==> src/source/flow_deser_pkg.sv <==
/*
  Shared sizes and flit types for the packet flit deserializer.
  Every module in the design refers to these by scoped names, so the
  push and pop widths, the slice ratio and the slice order are all
  changed here and nowhere else.
*/

package flow_deser_pkg;

  // --------------------------------------------------
  // Sizes
  // --------------------------------------------------

  // Width of one narrow flit on the push side
  localparam int push_width = 8;

  // Width of one wide word on the pop side
  localparam int pop_width = 32;

  // Sideband metadata carried next to the data, never serialized
  localparam int metadata_width = 3;

  // Number of push flits that fill one pop word
  localparam int deser_ratio = pop_width / push_width;

  // Enough bits to name every slice of a pop word
  localparam int flit_id_width = $clog2(deser_ratio);

  // Slice order of the pop word
  // 0 puts the first flit of a word into the least-significant slice,
  // 1 puts it into the most-significant slice
  localparam bit deserialize_msb_first = 1'b0;

  // --------------------------------------------------
  // Types
  // --------------------------------------------------

  // Index of a slice inside the word being built
  typedef logic [flit_id_width-1:0] flit_id_t;

  // One flit as presented on the push side
  typedef struct packed {
    logic [push_width-1:0]     data;
    logic                      last;
    logic [metadata_width-1:0] metadata;
  } push_flit_t;

  // One assembled word as presented on the pop side
  // The don't-care count only means something when last is set
  typedef struct packed {
    logic [pop_width-1:0]      data;
    logic                      last;
    flit_id_t                  dont_care_count;
    logic [metadata_width-1:0] metadata;
  } pop_flit_t;

endpackage

==> src/source/flit_sequencer.sv <==
/*
  Control path of the flit deserializer.
  Tracks which slice of the current pop word the next push flit fills,
  decides when a flit completes the word, and generates both sides of
  the ready/valid handshake plus the load enables for the slice store.
  All outputs are combinational from the inputs and the slice index.
*/

`timescale 1ns/1ps

module flit_sequencer (
  input  logic                                    clk,
  input  logic                                    arst_n,
  input  logic                                    push_valid,
  input  logic                                    push_last,
  input  logic                                    pop_ready,
  output logic                                    push_ready,
  output logic                                    pop_valid,
  output flow_deser_pkg::flit_id_t                flit_id,
  output logic [flow_deser_pkg::deser_ratio-2:0]  slice_load
);

  // Index of the final slice, where a word always completes
  localparam flow_deser_pkg::flit_id_t last_index =
    flow_deser_pkg::flit_id_t'(flow_deser_pkg::deser_ratio - 1);

  logic at_last_index;
  logic word_done;
  logic push_fire;
  logic pop_fire;
  logic store_en;

  // --------------------------------------------------
  // Word completion and handshakes
  // --------------------------------------------------

  assign at_last_index = (flit_id == last_index);

  // A valid flit finishes the word when it lands in the final slice
  // or when the packet ends early with last set
  assign word_done = push_valid && (at_last_index || push_last);

  // The completing flit goes straight through to the pop side, so the
  // pop word is valid in the same cycle as that flit
  assign pop_valid = word_done;

  // Flits that only fill a register are always taken
  // A completing flit must wait until the pop side accepts the word
  assign push_ready = !word_done || pop_ready;

  assign push_fire = push_valid && push_ready;
  assign pop_fire  = pop_valid && pop_ready;

  // Only non-completing flits need to be kept for a later cycle
  assign store_en = push_fire && !word_done;

  // --------------------------------------------------
  // Slice load enables
  // --------------------------------------------------

  // One enable per stored slice, raised only for the slice at the
  // current index, so untouched registers do not toggle
  for (genvar i = 0; i < flow_deser_pkg::deser_ratio - 1; i++) begin : gen_load
    assign slice_load[i] = store_en && (flit_id == flow_deser_pkg::flit_id_t'(i));
  end

  // --------------------------------------------------
  // Slice index counter
  // --------------------------------------------------

  // A pop transfer restarts the word at slice 0
  // A stored flit moves the index on by one
  // Under back-pressure neither happens and the index holds
  always_ff @(posedge clk or negedge arst_n) begin
    if (!arst_n) begin
      flit_id <= '0;
    end else if (pop_fire) begin
      flit_id <= '0;
    end else if (store_en) begin
      flit_id <= flit_id + 1'b1;
    end
  end

endmodule

==> src/source/slice_store.sv <==
/*
  Holding registers for the slices of the pop word under construction.
  Only the non-final slices are stored; the final slice of a word is
  always taken live from the push side. Each register has its own load
  enable and keeps its value until that enable fires again.
*/

`timescale 1ns/1ps

module slice_store (
  input  logic                                clk,
  input  logic                                arst_n,
  input  logic [flow_deser_pkg::deser_ratio-2:0]
                                              slice_load,
  input  logic [flow_deser_pkg::push_width-1:0]
                                              slice_data,
  output logic [flow_deser_pkg::deser_ratio-2:0][flow_deser_pkg::push_width-1:0]
                                              slices
);

  // --------------------------------------------------
  // One register per stored slice
  // --------------------------------------------------

  // The incoming flit data is fanned out to every register, and the
  // load enable picks which one captures it
  // This avoids shifting the whole word on every accepted flit
  for (genvar i = 0; i < flow_deser_pkg::deser_ratio - 1; i++) begin : gen_slice

    always_ff @(posedge clk or negedge arst_n) begin
      if (!arst_n) begin
        slices[i] <= '0;
      end else if (slice_load[i]) begin
        slices[i] <= slice_data;
      end
    end

  end

endmodule

==> src/source/flit_assembler.sv <==
/*
  Combinational pop word builder.
  Merges the stored slices with the live push flit into one pop word,
  zero-fills the slices that a short last word never reached, places
  the slices in the configured order and derives the don't-care count.
  Metadata and the last flag are taken from the live flit.
*/

`timescale 1ns/1ps

module flit_assembler (
  input  flow_deser_pkg::push_flit_t          push_flit,
  input  flow_deser_pkg::flit_id_t            flit_id,
  input  logic [flow_deser_pkg::deser_ratio-2:0][flow_deser_pkg::push_width-1:0]
                                              slices,
  output flow_deser_pkg::pop_flit_t           pop_flit
);

  // Index of the final slice of a word
  localparam flow_deser_pkg::flit_id_t last_index =
    flow_deser_pkg::flit_id_t'(flow_deser_pkg::deser_ratio - 1);

  // Slices in arrival order after zero-fill with the first flit in slot 0
  logic [flow_deser_pkg::deser_ratio-1:0][flow_deser_pkg::push_width-1:0] arrived;

  // Slices in their final bit positions within the pop word
  logic [flow_deser_pkg::deser_ratio-1:0][flow_deser_pkg::push_width-1:0] placed;

  // --------------------------------------------------
  // Slice selection in arrival order
  // --------------------------------------------------

  // Slots already passed hold stored data and the slot at the index takes the live flit
  // Later slots are zero because the word ended early
  always_comb begin
    for (int i = 0; i < flow_deser_pkg::deser_ratio - 1; i++) begin
      if (flow_deser_pkg::flit_id_t'(i) < flit_id) begin
        arrived[i] = slices[i];
      end else if (flow_deser_pkg::flit_id_t'(i) == flit_id) begin
        arrived[i] = push_flit.data;
      end else begin
        arrived[i] = '0;
      end
    end
    // The final slot has no register and only ever holds the live flit
    arrived[flow_deser_pkg::deser_ratio-1] = (flit_id == last_index) ? push_flit.data : '0;
  end

  // --------------------------------------------------
  // Slice placement
  // --------------------------------------------------

  // With msb-first order the first flit goes to the top slice and the
  // zero-filled tail ends up in the low bits
  always_comb begin
    for (int i = 0; i < flow_deser_pkg::deser_ratio; i++) begin
      if (flow_deser_pkg::deserialize_msb_first) begin
        placed[flow_deser_pkg::deser_ratio-1-i] = arrived[i];
      end else begin
        placed[i] = arrived[i];
      end
    end
  end

  // --------------------------------------------------
  // Pop word fields
  // --------------------------------------------------

  assign pop_flit.data = placed;
  assign pop_flit.last = push_flit.last;

  // Number of unfilled tail slices of a last word
  // Full words report zero
  assign pop_flit.dont_care_count = push_flit.last ? (last_index - flit_id) : '0;

  // Metadata is constant across a packet, so the live flit carries it
  assign pop_flit.metadata = push_flit.metadata;

endmodule

==> src/source/flow_deserializer.sv <==
/*
  Top level of the packet flit deserializer.
  Accepts 8-bit flits with a last flag and metadata on the push side and
  delivers 32-bit words on the pop side, both with ready/valid and
  back-pressure. A word completes when four flits have arrived or when
  a flit carries last, and it is presented in the same cycle as that
  completing flit.
*/

`timescale 1ns/1ps

module flow_deserializer (
  input  logic                        clk,
  input  logic                        arst_n,
  input  logic                        push_valid,
  output logic                        push_ready,
  input  flow_deser_pkg::push_flit_t  push_flit,
  output logic                        pop_valid,
  input  logic                        pop_ready,
  output flow_deser_pkg::pop_flit_t   pop_flit
);

  // --------------------------------------------------
  // Internal connections
  // --------------------------------------------------

  // Slice of the word that the flit on the push side fills
  flow_deser_pkg::flit_id_t flit_id;

  // Per-slice capture strobes from the sequencer
  logic [flow_deser_pkg::deser_ratio-2:0] slice_load;

  // Slices already gathered for the current word
  logic [flow_deser_pkg::deser_ratio-2:0][flow_deser_pkg::push_width-1:0] slices;

  // --------------------------------------------------
  // Handshake control and slice index
  // --------------------------------------------------

  flit_sequencer u_sequencer (
    .clk        (clk),
    .arst_n     (arst_n),
    .push_valid (push_valid),
    .push_last  (push_flit.last),
    .pop_ready  (pop_ready),
    .push_ready (push_ready),
    .pop_valid  (pop_valid),
    .flit_id    (flit_id),
    .slice_load (slice_load)
  );

  // --------------------------------------------------
  // Storage of the non-final slices
  // --------------------------------------------------

  slice_store u_store (
    .clk        (clk),
    .arst_n     (arst_n),
    .slice_load (slice_load),
    .slice_data (push_flit.data),
    .slices     (slices)
  );

  // --------------------------------------------------
  // Pop word assembly
  // --------------------------------------------------

  // Purely combinational, so a held push flit keeps the pop word stable
  flit_assembler u_assembler (
    .push_flit (push_flit),
    .flit_id   (flit_id),
    .slices    (slices),
    .pop_flit  (pop_flit)
  );

endmodule

==> config.mk <==
export PLATFORM = sky130hd
export DESIGN_NAME = flow_deserializer
export DESIGN_NICKNAME = d
export VERILOG_FILES = /design/src/source/flow_deser_pkg.sv /design/src/source/flit_sequencer.sv /design/src/source/slice_store.sv /design/src/source/flit_assembler.sv /design/src/source/flow_deserializer.sv
export SDC_FILE = /design/constraint.sdc
export NUM_CORES = 1
export LEC_CHECK = 0
export BUFFER_PORTS_ARGS = -buffer_cell sky130_fd_sc_hd__buf_4
export CORE_MARGIN = 5
export CORE_UTILIZATION = 54
export DETAILED_ROUTE_END_ITERATION = 7
export MAX_ROUTING_LAYER = met4
export PLACE_DENSITY = 0.85
export SLEW_MARGIN = 10
export SYNTH_ARGS = -nofsm -noshare
export SYNTH_HDL_FRONTEND = slang
export SYNTH_HIERARCHICAL = 1
export SYNTH_SLANG_ARGS = --single-unit
export TNS_END_PERCENT = 30
==> constraint.sdc <==
create_clock -name clk -period 3.7 [get_ports clk]
set_input_delay 0.37 -clock clk [delete_from_list [all_inputs] [get_ports clk]]
set_output_delay 0.37 -clock clk [all_outputs]
set_load 0.02 [all_outputs]
Yosys cells after proc, flatten, opt, wreduce, memory -nomap -nowiden:

Index checks and enable logic that the tools add are counted.

* equal/unequal tests: 5
* add/sub/neg operators: 2
* magnitude comparators: 3
* reductions and logical operators: 12
* multiplexer cells: 10

Operators by type and width (number)
* $mux 8: 7
* $logic_and 1x1->1: 7
* $mux 2: 3
* $eq 2x2->1 const B: 2
* $lt 1x2->1 const A: 2
* $add 2x1->2 const B: 1
* $eq 1x2->1 const A: 1
* $eq 2x1->1 const B: 1
* $eq 2x2->1 const A: 1
* $logic_not 2->1: 1
* $logic_or 1x1->1: 2
* $lt 2x2->1 const A: 1
* $reduce_bool 2->1: 1
* $sub 2x2->2 const A: 1
* $logic_not 1->1: 1

* input bits: 16
* word-level logic and storage cells: 36
* register bits: 26

Longest topological paths before layout:

Gate-level depths: netlist of the first run.

* word-level depth: 9
* mapped depth: 5

Modules after synthesis:

Netlist of the first run, hierarchy kept.

Modules (own cells, without submodules)
* slice_store: cells an instance 51, instances 1, sequential area each 600.6 sq um, area an instance 994.7 sq um
* flit_assembler: cells an instance 54, instances 1, sequential area each 0.0 sq um, area an instance 471.7 sq um
* flit_sequencer: cells an instance 22, instances 1, sequential area each 50.0 sq um, area an instance 216.5 sq um

Worst setup path before layout of the first run:

OpenSTA, ideal clock, no wires.

* path type: register -> register
* from: reg u_sequencer.flit_id[0]
* to: reg u_store/slices[0] (netlist name)
* arrival: 1.498 ns
* clock period less this slack: 1.623 ns
* data required time: 3.575 ns
* path slack: 2.077 ns
* cell stages (with the launch flop): 6
* cell sequence: dfrtp_1 > ha_1 > nor3b_2 > and2_1 > buf_6 > mux2_4

* longest elaborated chain between the ends: 8

RTL lines
* start, declared: RTL line flit_sequencer.sv:19 `output flow_deser_pkg::flit_id_t flit_id,`
* start signal, assigned: RTL line flit_sequencer.sv:80 `flit_id <= flit_id + 1'b1;`
* $eq 2x2->1: RTL line flit_sequencer.sv:37 `assign at_last_index = (flit_id == last_index);`
* $logic_or 1x1->1: RTL line flit_sequencer.sv:41 `assign word_done = push_valid && (at_last_index || push_last);`
* $logic_and 1x1->1: RTL line flit_sequencer.sv:41
* $logic_not 1->1: RTL line flit_sequencer.sv:49, flit_sequencer.sv:55
* $logic_or 1x1->1: RTL line flit_sequencer.sv:49 `assign push_ready = !word_done || pop_ready;`
* $logic_and 1x1->1: RTL line flit_sequencer.sv:51 `assign push_fire = push_valid && push_ready;`
* $logic_and 1x1->1: RTL line flit_sequencer.sv:55 `assign store_en = push_fire && !word_done;`
* $logic_and 1x1->1 (*): RTL line flit_sequencer.sv:64 `assign slice_load[i] = store_en && (flit_id == flow_deser_pkg::flit_id_t'(i));`
* named net slice_load, one bit: RTL line flow_deserializer.sv:31 `logic [flow_deser_pkg::deser_ratio-2:0] slice_load;`
* end signal, assigned by index: RTL line slice_store.sv:34 `slices[i] <= slice_data;`
* end, declared: RTL line slice_store.sv:18 `slices`

The timed path passes the listed nets; every way through them passes the cells marked *.
A chain may end at the register's enable or synchronous reset.

Final worst setup path of the first run:

* from: reg u_sequencer.flit_id[1]
* to: out push_ready

* longest elaborated chain between the ends: 5

RTL lines
* $eq 2x2->1: RTL line flit_sequencer.sv:37
* $logic_or 1x1->1: RTL line flit_sequencer.sv:41
* $logic_and 1x1->1: RTL line flit_sequencer.sv:41
* $logic_not 1->1: RTL line flit_sequencer.sv:49
* $logic_or 1x1->1: RTL line flit_sequencer.sv:49
* end, declared: RTL line flow_deserializer.sv:16 `output logic push_ready,`

Every way passes these cells.

==> results list, run 1 <==
- Once layout is complete, the utilization of the core stands at 66.7%.
- Instance count of the mapped netlist: 127
- Worst R2R Start: u_sequencer/flit_id[1]
- In this run the horizontal extent of the chip is 65.8 um.
- Leaving out fill and tap cells, the most frequent cell in the layout is sky130_fd_sc_hd__buf_4.
- Wires add up to 3680 um.
* TritonCTS clock tree: built
- The startpoint identified for the worst hold timing path is push_flit[5].
- Final cycle utilization of the critical path: 73.4%
- Vias in the first global route: 1148
- The endpoint identified for the worst register-to-register timing path is u_store/slices[15].
- The first global-routing pass estimated 5820 um of wire.
- Pin count of the biggest net entering global routing: 33
- Global routing consumed, on the met2 layer, 29.2% of the routing resources.
* Time the worst path needs with I/O delays and setup: 2.71 ns
* Cell-internal power: 1.06 mW
- Port Buf Inserts: 49
* Core region area: 0.00303 mm2
* VDD IR max: 462 uV
* Die Span Y: 65.8 um
* Area of the multi-input gates: 906 um2
- Element type at the critical path start: flip-flop
* Critical-path cell with the highest stage delay: sky130_fd_sc_hd__dfrtp_1
- Via count normalized by instance count: 5.30
- Adder-cell share of the synthesized area: 2.97%
- Hold EP: u_store/slices[9]
- Overall die area: 0.00433 mm2
* Yosys warning total: 6
- Global placement routability congestion: 0.778
- XOR/XNOR Fraction of Synth Area: 0%
* Delay of the slowest cell on the worst path: 1.06 ns
- After detailed routing, the average wire length per cell comes to 17.4 um.
- Summed over all cells, the static leakage comes to 1.02 nW.
- Setup repair after global routing missed its margin: false
- Type of the setup path with the least slack: flip-flop to output pin
* Antenna cell count: 0
* Number of register bits inferred by synthesis: 26
- The run finished with clean final reports.
* R2r setup slk: 1.16 ns
* Post-Syn Nets: 147
- For this run, the top clock speed supported by timing is 368 MHz.
* Total power per unit cell area: 884 mW/mm2
- Max_cap viols: 0
* Post-synth EDFFs: 0
* CTS Buffer Depth: 2
- Fraction of power spent switching nets: 40.7%
- Combinational logic is responsible for 60.2% of the overall power.
- Most utilized layer in the global route result: met2
- During I/O placement, the number of pins put on the boundary was 56.
* Global route overflow: 0
- Setup violators final: 0
* DRT antenna net count: 0
- Counting the fill cells in the layout gives 238.
* Synth unique cells: 26
* Storage cell area: 651 um2
- Largest clock skew in the final design: 0.0117 ns
- Counting every sink on the clock net gives 26.
- The count of final hold-check violations was 0.
- Cell area after synthesis: 0.00168 mm2
* Share of final-layout standard cells stronger than drive strength 1: 53.9%
- Arrival time at the worst endpoint: 2.34 ns
* Final net count: 189
- Dividing the synthesized area by the synthesized cell count gives 13.3 um2.
- The detailed router placed 1119 vias in this run.
- Register area share after synthesis: 38.7%
* GR met1 Demand/Resource: 23.2%
- The tightest hold path in the finished design has a slack of 0.336 ns.
- The floorplan has 20 rows.
- The HPWL after detailed placement is 2600 um.
- In this run, the number of DRC markers left after iteration 0 of detailed routing was 61.
* Simple logic cell fraction of the synthesized area: 13.6%
* Portion of total power attributed to the clock network: 6.3%
- Total GRT Usage: 17.7%
* Mux share of post-synthesis cell area: 31.5%
* Slew headroom: 29.2%
- Most used DFF post-synth: sky130_fd_sc_hd__dfrtp_1
- Crit-path max FO: 32
- For this configuration, the core starts out at a cell density of 55.6%.
- Number of buffers created by CTS: 3
- Gates resized, CTS repair: 0
- The number of max-slew violations in the final report came to 0.
- Per report_power, the sequential group accounts for 33.5% of the total.
- Clock Tree Root: sky130_fd_sc_hd__clkbuf_4
- Leading cell types in the layout, fill and taps excluded: sky130_fd_sc_hd__buf_4, sky130_fd_sc_hd__dfrtp_1, sky130_fd_sc_hd__mux2_4, sky130_fd_sc_hd__nor2b_1
- Overall Power: 1.79 mW
* Critical Path RT: 3.33 ns
- For the worst-skew pair, the clock arrives at the later sink with an insertion delay of 0.31 ns.
* Worst min path class: primary input to flip-flop
- Tightest Pin Transition: 1.06 ns
- For this run, the detailed router's first-pass iteration total came to 4.
- Synthesis-to-layout area growth: 20.0%
- Maximum level of the CTS H-tree: 1
- For met3 alone, demand over resource in global routing was 2.04%.
- Ordered list of cells on the worst path: ha_1, nor2_2, or3b_1, buf_4
- Critical path endpoint category: output pin
- Antenna violations before repair: 0
- The worst hold path passes through 2 cells.
- Clock-pin slew was measured on the worst setup and hold paths at 0.14 ns.
* DRC Markers: 0
* Combinational family with the most area after synthesis: multiplexers
* Total net switching power: 728 uW
- Setup TNS after final layout: 0 ns
- The worst register-to-register path has a depth of 4.
- The synthesized netlist devotes 5.72% of its cell area to compound gates.
- Counting flops with an async set or reset pin after synthesis yields a share of 100%.
[power by group through the flow]
stage	Clock (mW)	Combinational [mW]	Sequential [mW]
2_1_floorplan	0	0.865	0.495
6_report	0.113	1.07	0.598
5_1_grt	0.134	1.14	0.619
3_5_place_dp	0	1.07	0.599
4_1_cts	0.118	1.08	0.593
3_3_place_gp	0	1.05	0.585
[stage by stage]
step	worst slack (ns)	area [um2]	std cells
floorplan	2.08	1680	127
global placement	1.33	1990	207
detailed placement	1.23	1990	207
CTS	0.999	2020	211
global route	0.814	2020	211
finish	0.986	2020	211
[critical path, delay by kind of cell (launching register included)]
family                     cells  cell delay [ns]
adders and majority gates      1             0.39
buffers and inverters          1             0.16
DFF                            1             1.06
and+or+nand+nor                2             0.42
[flip-flops by register name, summed over array words and instances (netlist names)]
signal,cells
u_store/slices,24
u_sequencer/flit_id,2
[what timing repair did]
| item | in CTS | in global routing |
|---|---|---|
| hold endpoints to repair | 26 | 0 |
| setup buffers | 0 | 0 |
| hold buffers | 1 | 0 |
| setup endpoints to repair | 0 | 0 |
[synthesized netlist by cell type, types with 3 or more instances]
cell type / n / area (um2)
sky130_fd_sc_hd__dfrtp_1: 26 / 651
sky130_fd_sc_hd__mux2_4: 24 / 360
sky130_fd_sc_hd__nor2b_1: 10 / 62.6
sky130_fd_sc_hd__a22o_1: 8 / 70.1
sky130_fd_sc_hd__and3_1: 8 / 50.1
sky130_fd_sc_hd__mux2_2: 8 / 90.1
sky130_fd_sc_hd__mux2i_1: 8 / 80.1
sky130_fd_sc_hd__buf_6: 7 / 78.8
sky130_fd_sc_hd__buf_4: 4 / 30.0
sky130_fd_sc_hd__ha_1: 4 / 50.1
sky130_fd_sc_hd__and2_1: 3 / 18.8
[layout make-up]
cell class              instances  share of cell area, %
multi-input cells              86                   44.9
flip-flops and latches         26                   32.2
repair buffers                 50                   18.7
well taps                      44                   2.73
clock buffers                   3                   1.12
inverters                       2                  0.372
[layer usage]
layer  part of all wire (%)  up-vias  wire (um)
met5                      0        -          0
met4                      0        0          0
met3                    5.5        0        202
met2                     49       33       1810
met1                     45      558       1670
li1                       -      528          -
[worst max-delay path by stage]
stage | from | endpoint | depth (start not counted) | slack (ns)
global route | u_sequencer/flit_id[1] | push_ready | 4 | 0.81
floorplan | u_sequencer/flit_id[0] | u_store/slices[0] | 5 | 2.08
detailed placement | u_sequencer/flit_id[1] | u_store/slices[10] | 4 | 1.23
global placement | u_sequencer/flit_id[0] | u_store/slices[14] | 4 | 1.33
finish | u_sequencer/flit_id[1] | push_ready | 4 | 0.99
CTS | u_sequencer/flit_id[1] | push_ready | 4 | 1.0
[cells by family (layout without fill, tap and decap cells)]
logic type      after synthesis  count (layout)
fa+ha+maj                     4               4
simple gates                 31              31
compound gates               11              11
mux                          40              40
flops                        26              26
buf+inv                      15              55
No activity file was read; power rests on OpenSTA's default activity.
==> run 2: changes to the inputs <==
--- a/config.mk
+++ b/config.mk
@@ -7,10 +7,10 @@
 export LEC_CHECK = 0
 export BUFFER_PORTS_ARGS = -buffer_cell sky130_fd_sc_hd__buf_4
 export CORE_MARGIN = 5
-export CORE_UTILIZATION = 54
+export CORE_UTILIZATION = 50
 export DETAILED_ROUTE_END_ITERATION = 7
 export MAX_ROUTING_LAYER = met4
-export PLACE_DENSITY = 0.85
+export PLACE_DENSITY = 0.79
 export SLEW_MARGIN = 10
 export SYNTH_ARGS = -nofsm -noshare
 export SYNTH_HDL_FRONTEND = slang
==> constraint.sdc (replaced) <==
create_clock -name clk -period 2.6 [get_ports clk]
set_input_delay 0.26 -clock clk [delete_from_list [all_inputs] [get_ports clk]]
set_output_delay 0.26 -clock clk [all_outputs]
set_load 0.02 [all_outputs]
==> results list, run 2 (synthesis results as in run 1) <==
- TritonCTS clock tree: built
- Instance area at placement: 0.00200 mm2 (+0.88%)
* Cell type with the highest occurrence count on the critical path: sky130_fd_sc_hd__buf_4
- The register with the most flip-flops in the final layout is u_store/slices.
* Drt initial violations: 45 (-26%)
- The total number of clock tree sinks was 26 (unchanged).
* Number of buffers created by CTS: 3 (unchanged)
- The count of buffers added by post-CTS timing repair for setup came to 0 (unchanged).
* Pin count of the biggest net entering global routing: 32 (-3.0%)
- The initial antenna violation count was 0 (unchanged).
* Critical path endpoint category: output pin
- The leakage power figure came to 1.03 nW (+1.7%).
- The antenna diode instance count came to 0 (unchanged).
* Setup violators final: 0 (unchanged)
- Synthesis-to-layout area growth: 21.9%
- The height of the chip was 68.0 um (+3.3%).
* Slew headroom: 60.2% (+31 points)
- Clock tree synthesis selected as its root buffer the cell sky130_fd_sc_hd__clkbuf_4.
- Share of final-layout standard cells stronger than drive strength 1: 54.7% (+0.81 points)
* Type of the setup path with the least slack: flip-flop to output pin
- Derived from the worst setup path, the maximum achievable clock frequency is 504 MHz.
* DRT antenna net count: 0 (unchanged)
* Delay of the slowest cell on the worst path: 0.41 ns (-0.65 ns)
* Insertion delay to the later sink of the worst-skew pair: 0.32 ns (about the same)
* Total GRT Usage: 17.0% (-0.69 points)
- Setup repair after global routing missed its margin: false
- The global route total overflow came to 0 (unchanged).
- Post-layout util: 62.4% (-4.3 points)
- Cells on Worst Hold Path: 2 (unchanged)
* Number of placement rows: 21 (+5.0%)
- The effective utilization at floorplan was 51.2% (-4.3 points).
- Final net count: 191 (+1.1%)
- Tightest Pin Transition: 0.597 ns (-0.465 ns)
* Outcome: completed
- Largest registers: u_store/slices x24, u_sequencer/flit_id x2
- The number of flip-flops in the largest register came to 24 (unchanged).
* Max_cap viols: 0 (unchanged)
- Finished layout cell area: 0.00205 mm2 (+1.5%)
- After layout, the worst path uses 76.2% of the clock period.
* DRT Wirelength: 3700 um (+0.65%)
* Critical-path cell with the highest stage delay: sky130_fd_sc_hd__dfrtp_1
- The maximum root-to-sink buffer count was 2 (unchanged).
* VDD IR max: 516 uV (+12%)
- Chip width: 68.0 um (+3.3%)
- STA classifies the critical path startpoint as a flip-flop.
* Critical Path RT: 2.34 ns (-0.99 ns)
* DRC Markers: 0 (unchanged)
- The ratio of total power to cell area is 1260 mW/mm2 (+42%).
- CTS clk-pin slew, worst paths: 0.14 ns (about the same)
- Reg-to-reg critical path endpoint: u_store/slices[0]
* Fill count: 266 (+12%)
* Worst R2R Start: u_sequencer/flit_id[0]
- The area enclosed by the die boundary was 0.00463 mm2 (+6.8%).
- Drt pass-1 iters: 4 (unchanged)
* Worst min path class: primary input to flip-flop
- The number of H-tree levels came to 1 (unchanged).
- Launch instance of the worst min-delay path: push_flit[10]
- The worst hold margin came to 0.218 ns (-0.118 ns).
- The final worst clock skew is 0.0109 ns (-0.000740 ns).
- Leaving out fill and tap cells, the most frequent cell in the layout is sky130_fd_sc_hd__buf_4.
- Global placement routability congestion: 0.750 (-3.5%)
- The floorplan core area is 0.00328 mm2 (+8.5%).
* Ordered list of cells on the worst path: buf_4, nor2_8, mux2_2, buf_4
* Vias in the first global route: 1073 (-6.5%)
- The highest fanout seen on the critical path was 31 (-3.1%).
- Via count normalized by instance count: 5.13 (-3.4%)
- The data arrival at the endpoint of the critical path came to 1.72 ns (-0.62 ns).
- Setup TNS after final layout: 0 ns (unchanged)
* Wire length of the first global-routing pass: 5690 um (-2.1%)
- Routed len/inst: 17.1 um (-1.7%)
- R2r setup slk: 0.64 ns (-0.52 ns)
- Number of pins exceeding their max-slew limit in the final report: 0 (unchanged)
- Total half-perimeter wirelength after legalization and detailed placement: 2730 um (+4.9%)
* Hold EP: u_store/slices[14]
* Final hold vios: 0 (unchanged)
- The depth of the most critical reg-to-reg path came to 4 (unchanged).
- Counting I/O delays and the setup requirement, the final critical path takes 1.98 ns.
- The number of placed I/O pins was 56 (unchanged).
- Port Buf Inserts: 49 (unchanged)
- The top cell types in the final layout, fill and taps aside, are sky130_fd_sc_hd__buf_4, sky130_fd_sc_hd__dfrtp_1, sky130_fd_sc_hd__mux2_4, sky130_fd_sc_hd__nor2b_1.
- The overall via count from detail_route was 1107 (-1.1%).
-- run 2: final cells by class --
| type | count | area (um2) | share of cell area [%] |
|---|---|---|---|
| clock buffers | 4 | 36.3 | 1.77 |
| well taps | 46 | 57.6 | 2.81 |
| flip-flops and latches | 26 | 651 | 31.7 |
| multi-input cells | 86 | 906 | 44.2 |
| repair buffers | 52 | 393 | 19.2 |
| inverters | 2 | 7.51 | 0.366 |
-- run 2: worst max-delay path: cells and delay by family, from the launching register on --
family	cells	cell delay, ns
flops	1	0.41
simple gates	1	0.23
mux	1	0.37
buf+inv	2	0.41
-- run 2: metal layers --
| layer | wire [um] | global-route usage (%) |
|---|---|---|
| met5 | 0 | - |
| met4 | 21 | 5.96 |
| met3 | 224 | 2.13 |
| met2 | 1910 | 28.2 |
| met1 | 1540 | 21.4 |
-- run 2: worst max-delay path by stage --
stage | start | to | slack [ns] | cells after the start
floorplan | u_sequencer/flit_id[0] | u_store/slices[0] | 0.98 | 5
global placement | u_sequencer/flit_id[0] | u_store/slices[13] | 0.77 | 4
detailed placement | u_sequencer/flit_id[0] | u_store/slices[0] | 0.66 | 4
CTS | u_sequencer/flit_id[1] | pop_flit[11] | 0.60 | 4
global route | u_sequencer/flit_id[1] | pop_flit[7] | 0.55 | 4
finish | u_sequencer/flit_id[1] | pop_flit[11] | 0.62 | 4
-- run 2: where the power goes --
part	switching, mW	internal [mW]
clock	0.114	0.0855
sequential	0.122	0.605
combinational	0.797	0.860
-- run 2: stage by stage --
step	setup WS, ns	power [mW]	cells
after floorplan	0.977	1.94	127
after global placement	0.771	2.35	211
after detailed placement	0.660	2.40	211
after CTS	0.605	2.61	216
after global routing	0.545	2.74	216
final	0.618	2.58	216
-- run 2: timing repair --
action / CTS / global route
resized for setup: 0 / 0
endpoints found under the hold margin: 26 / 0
hold buffers: 1 / 0
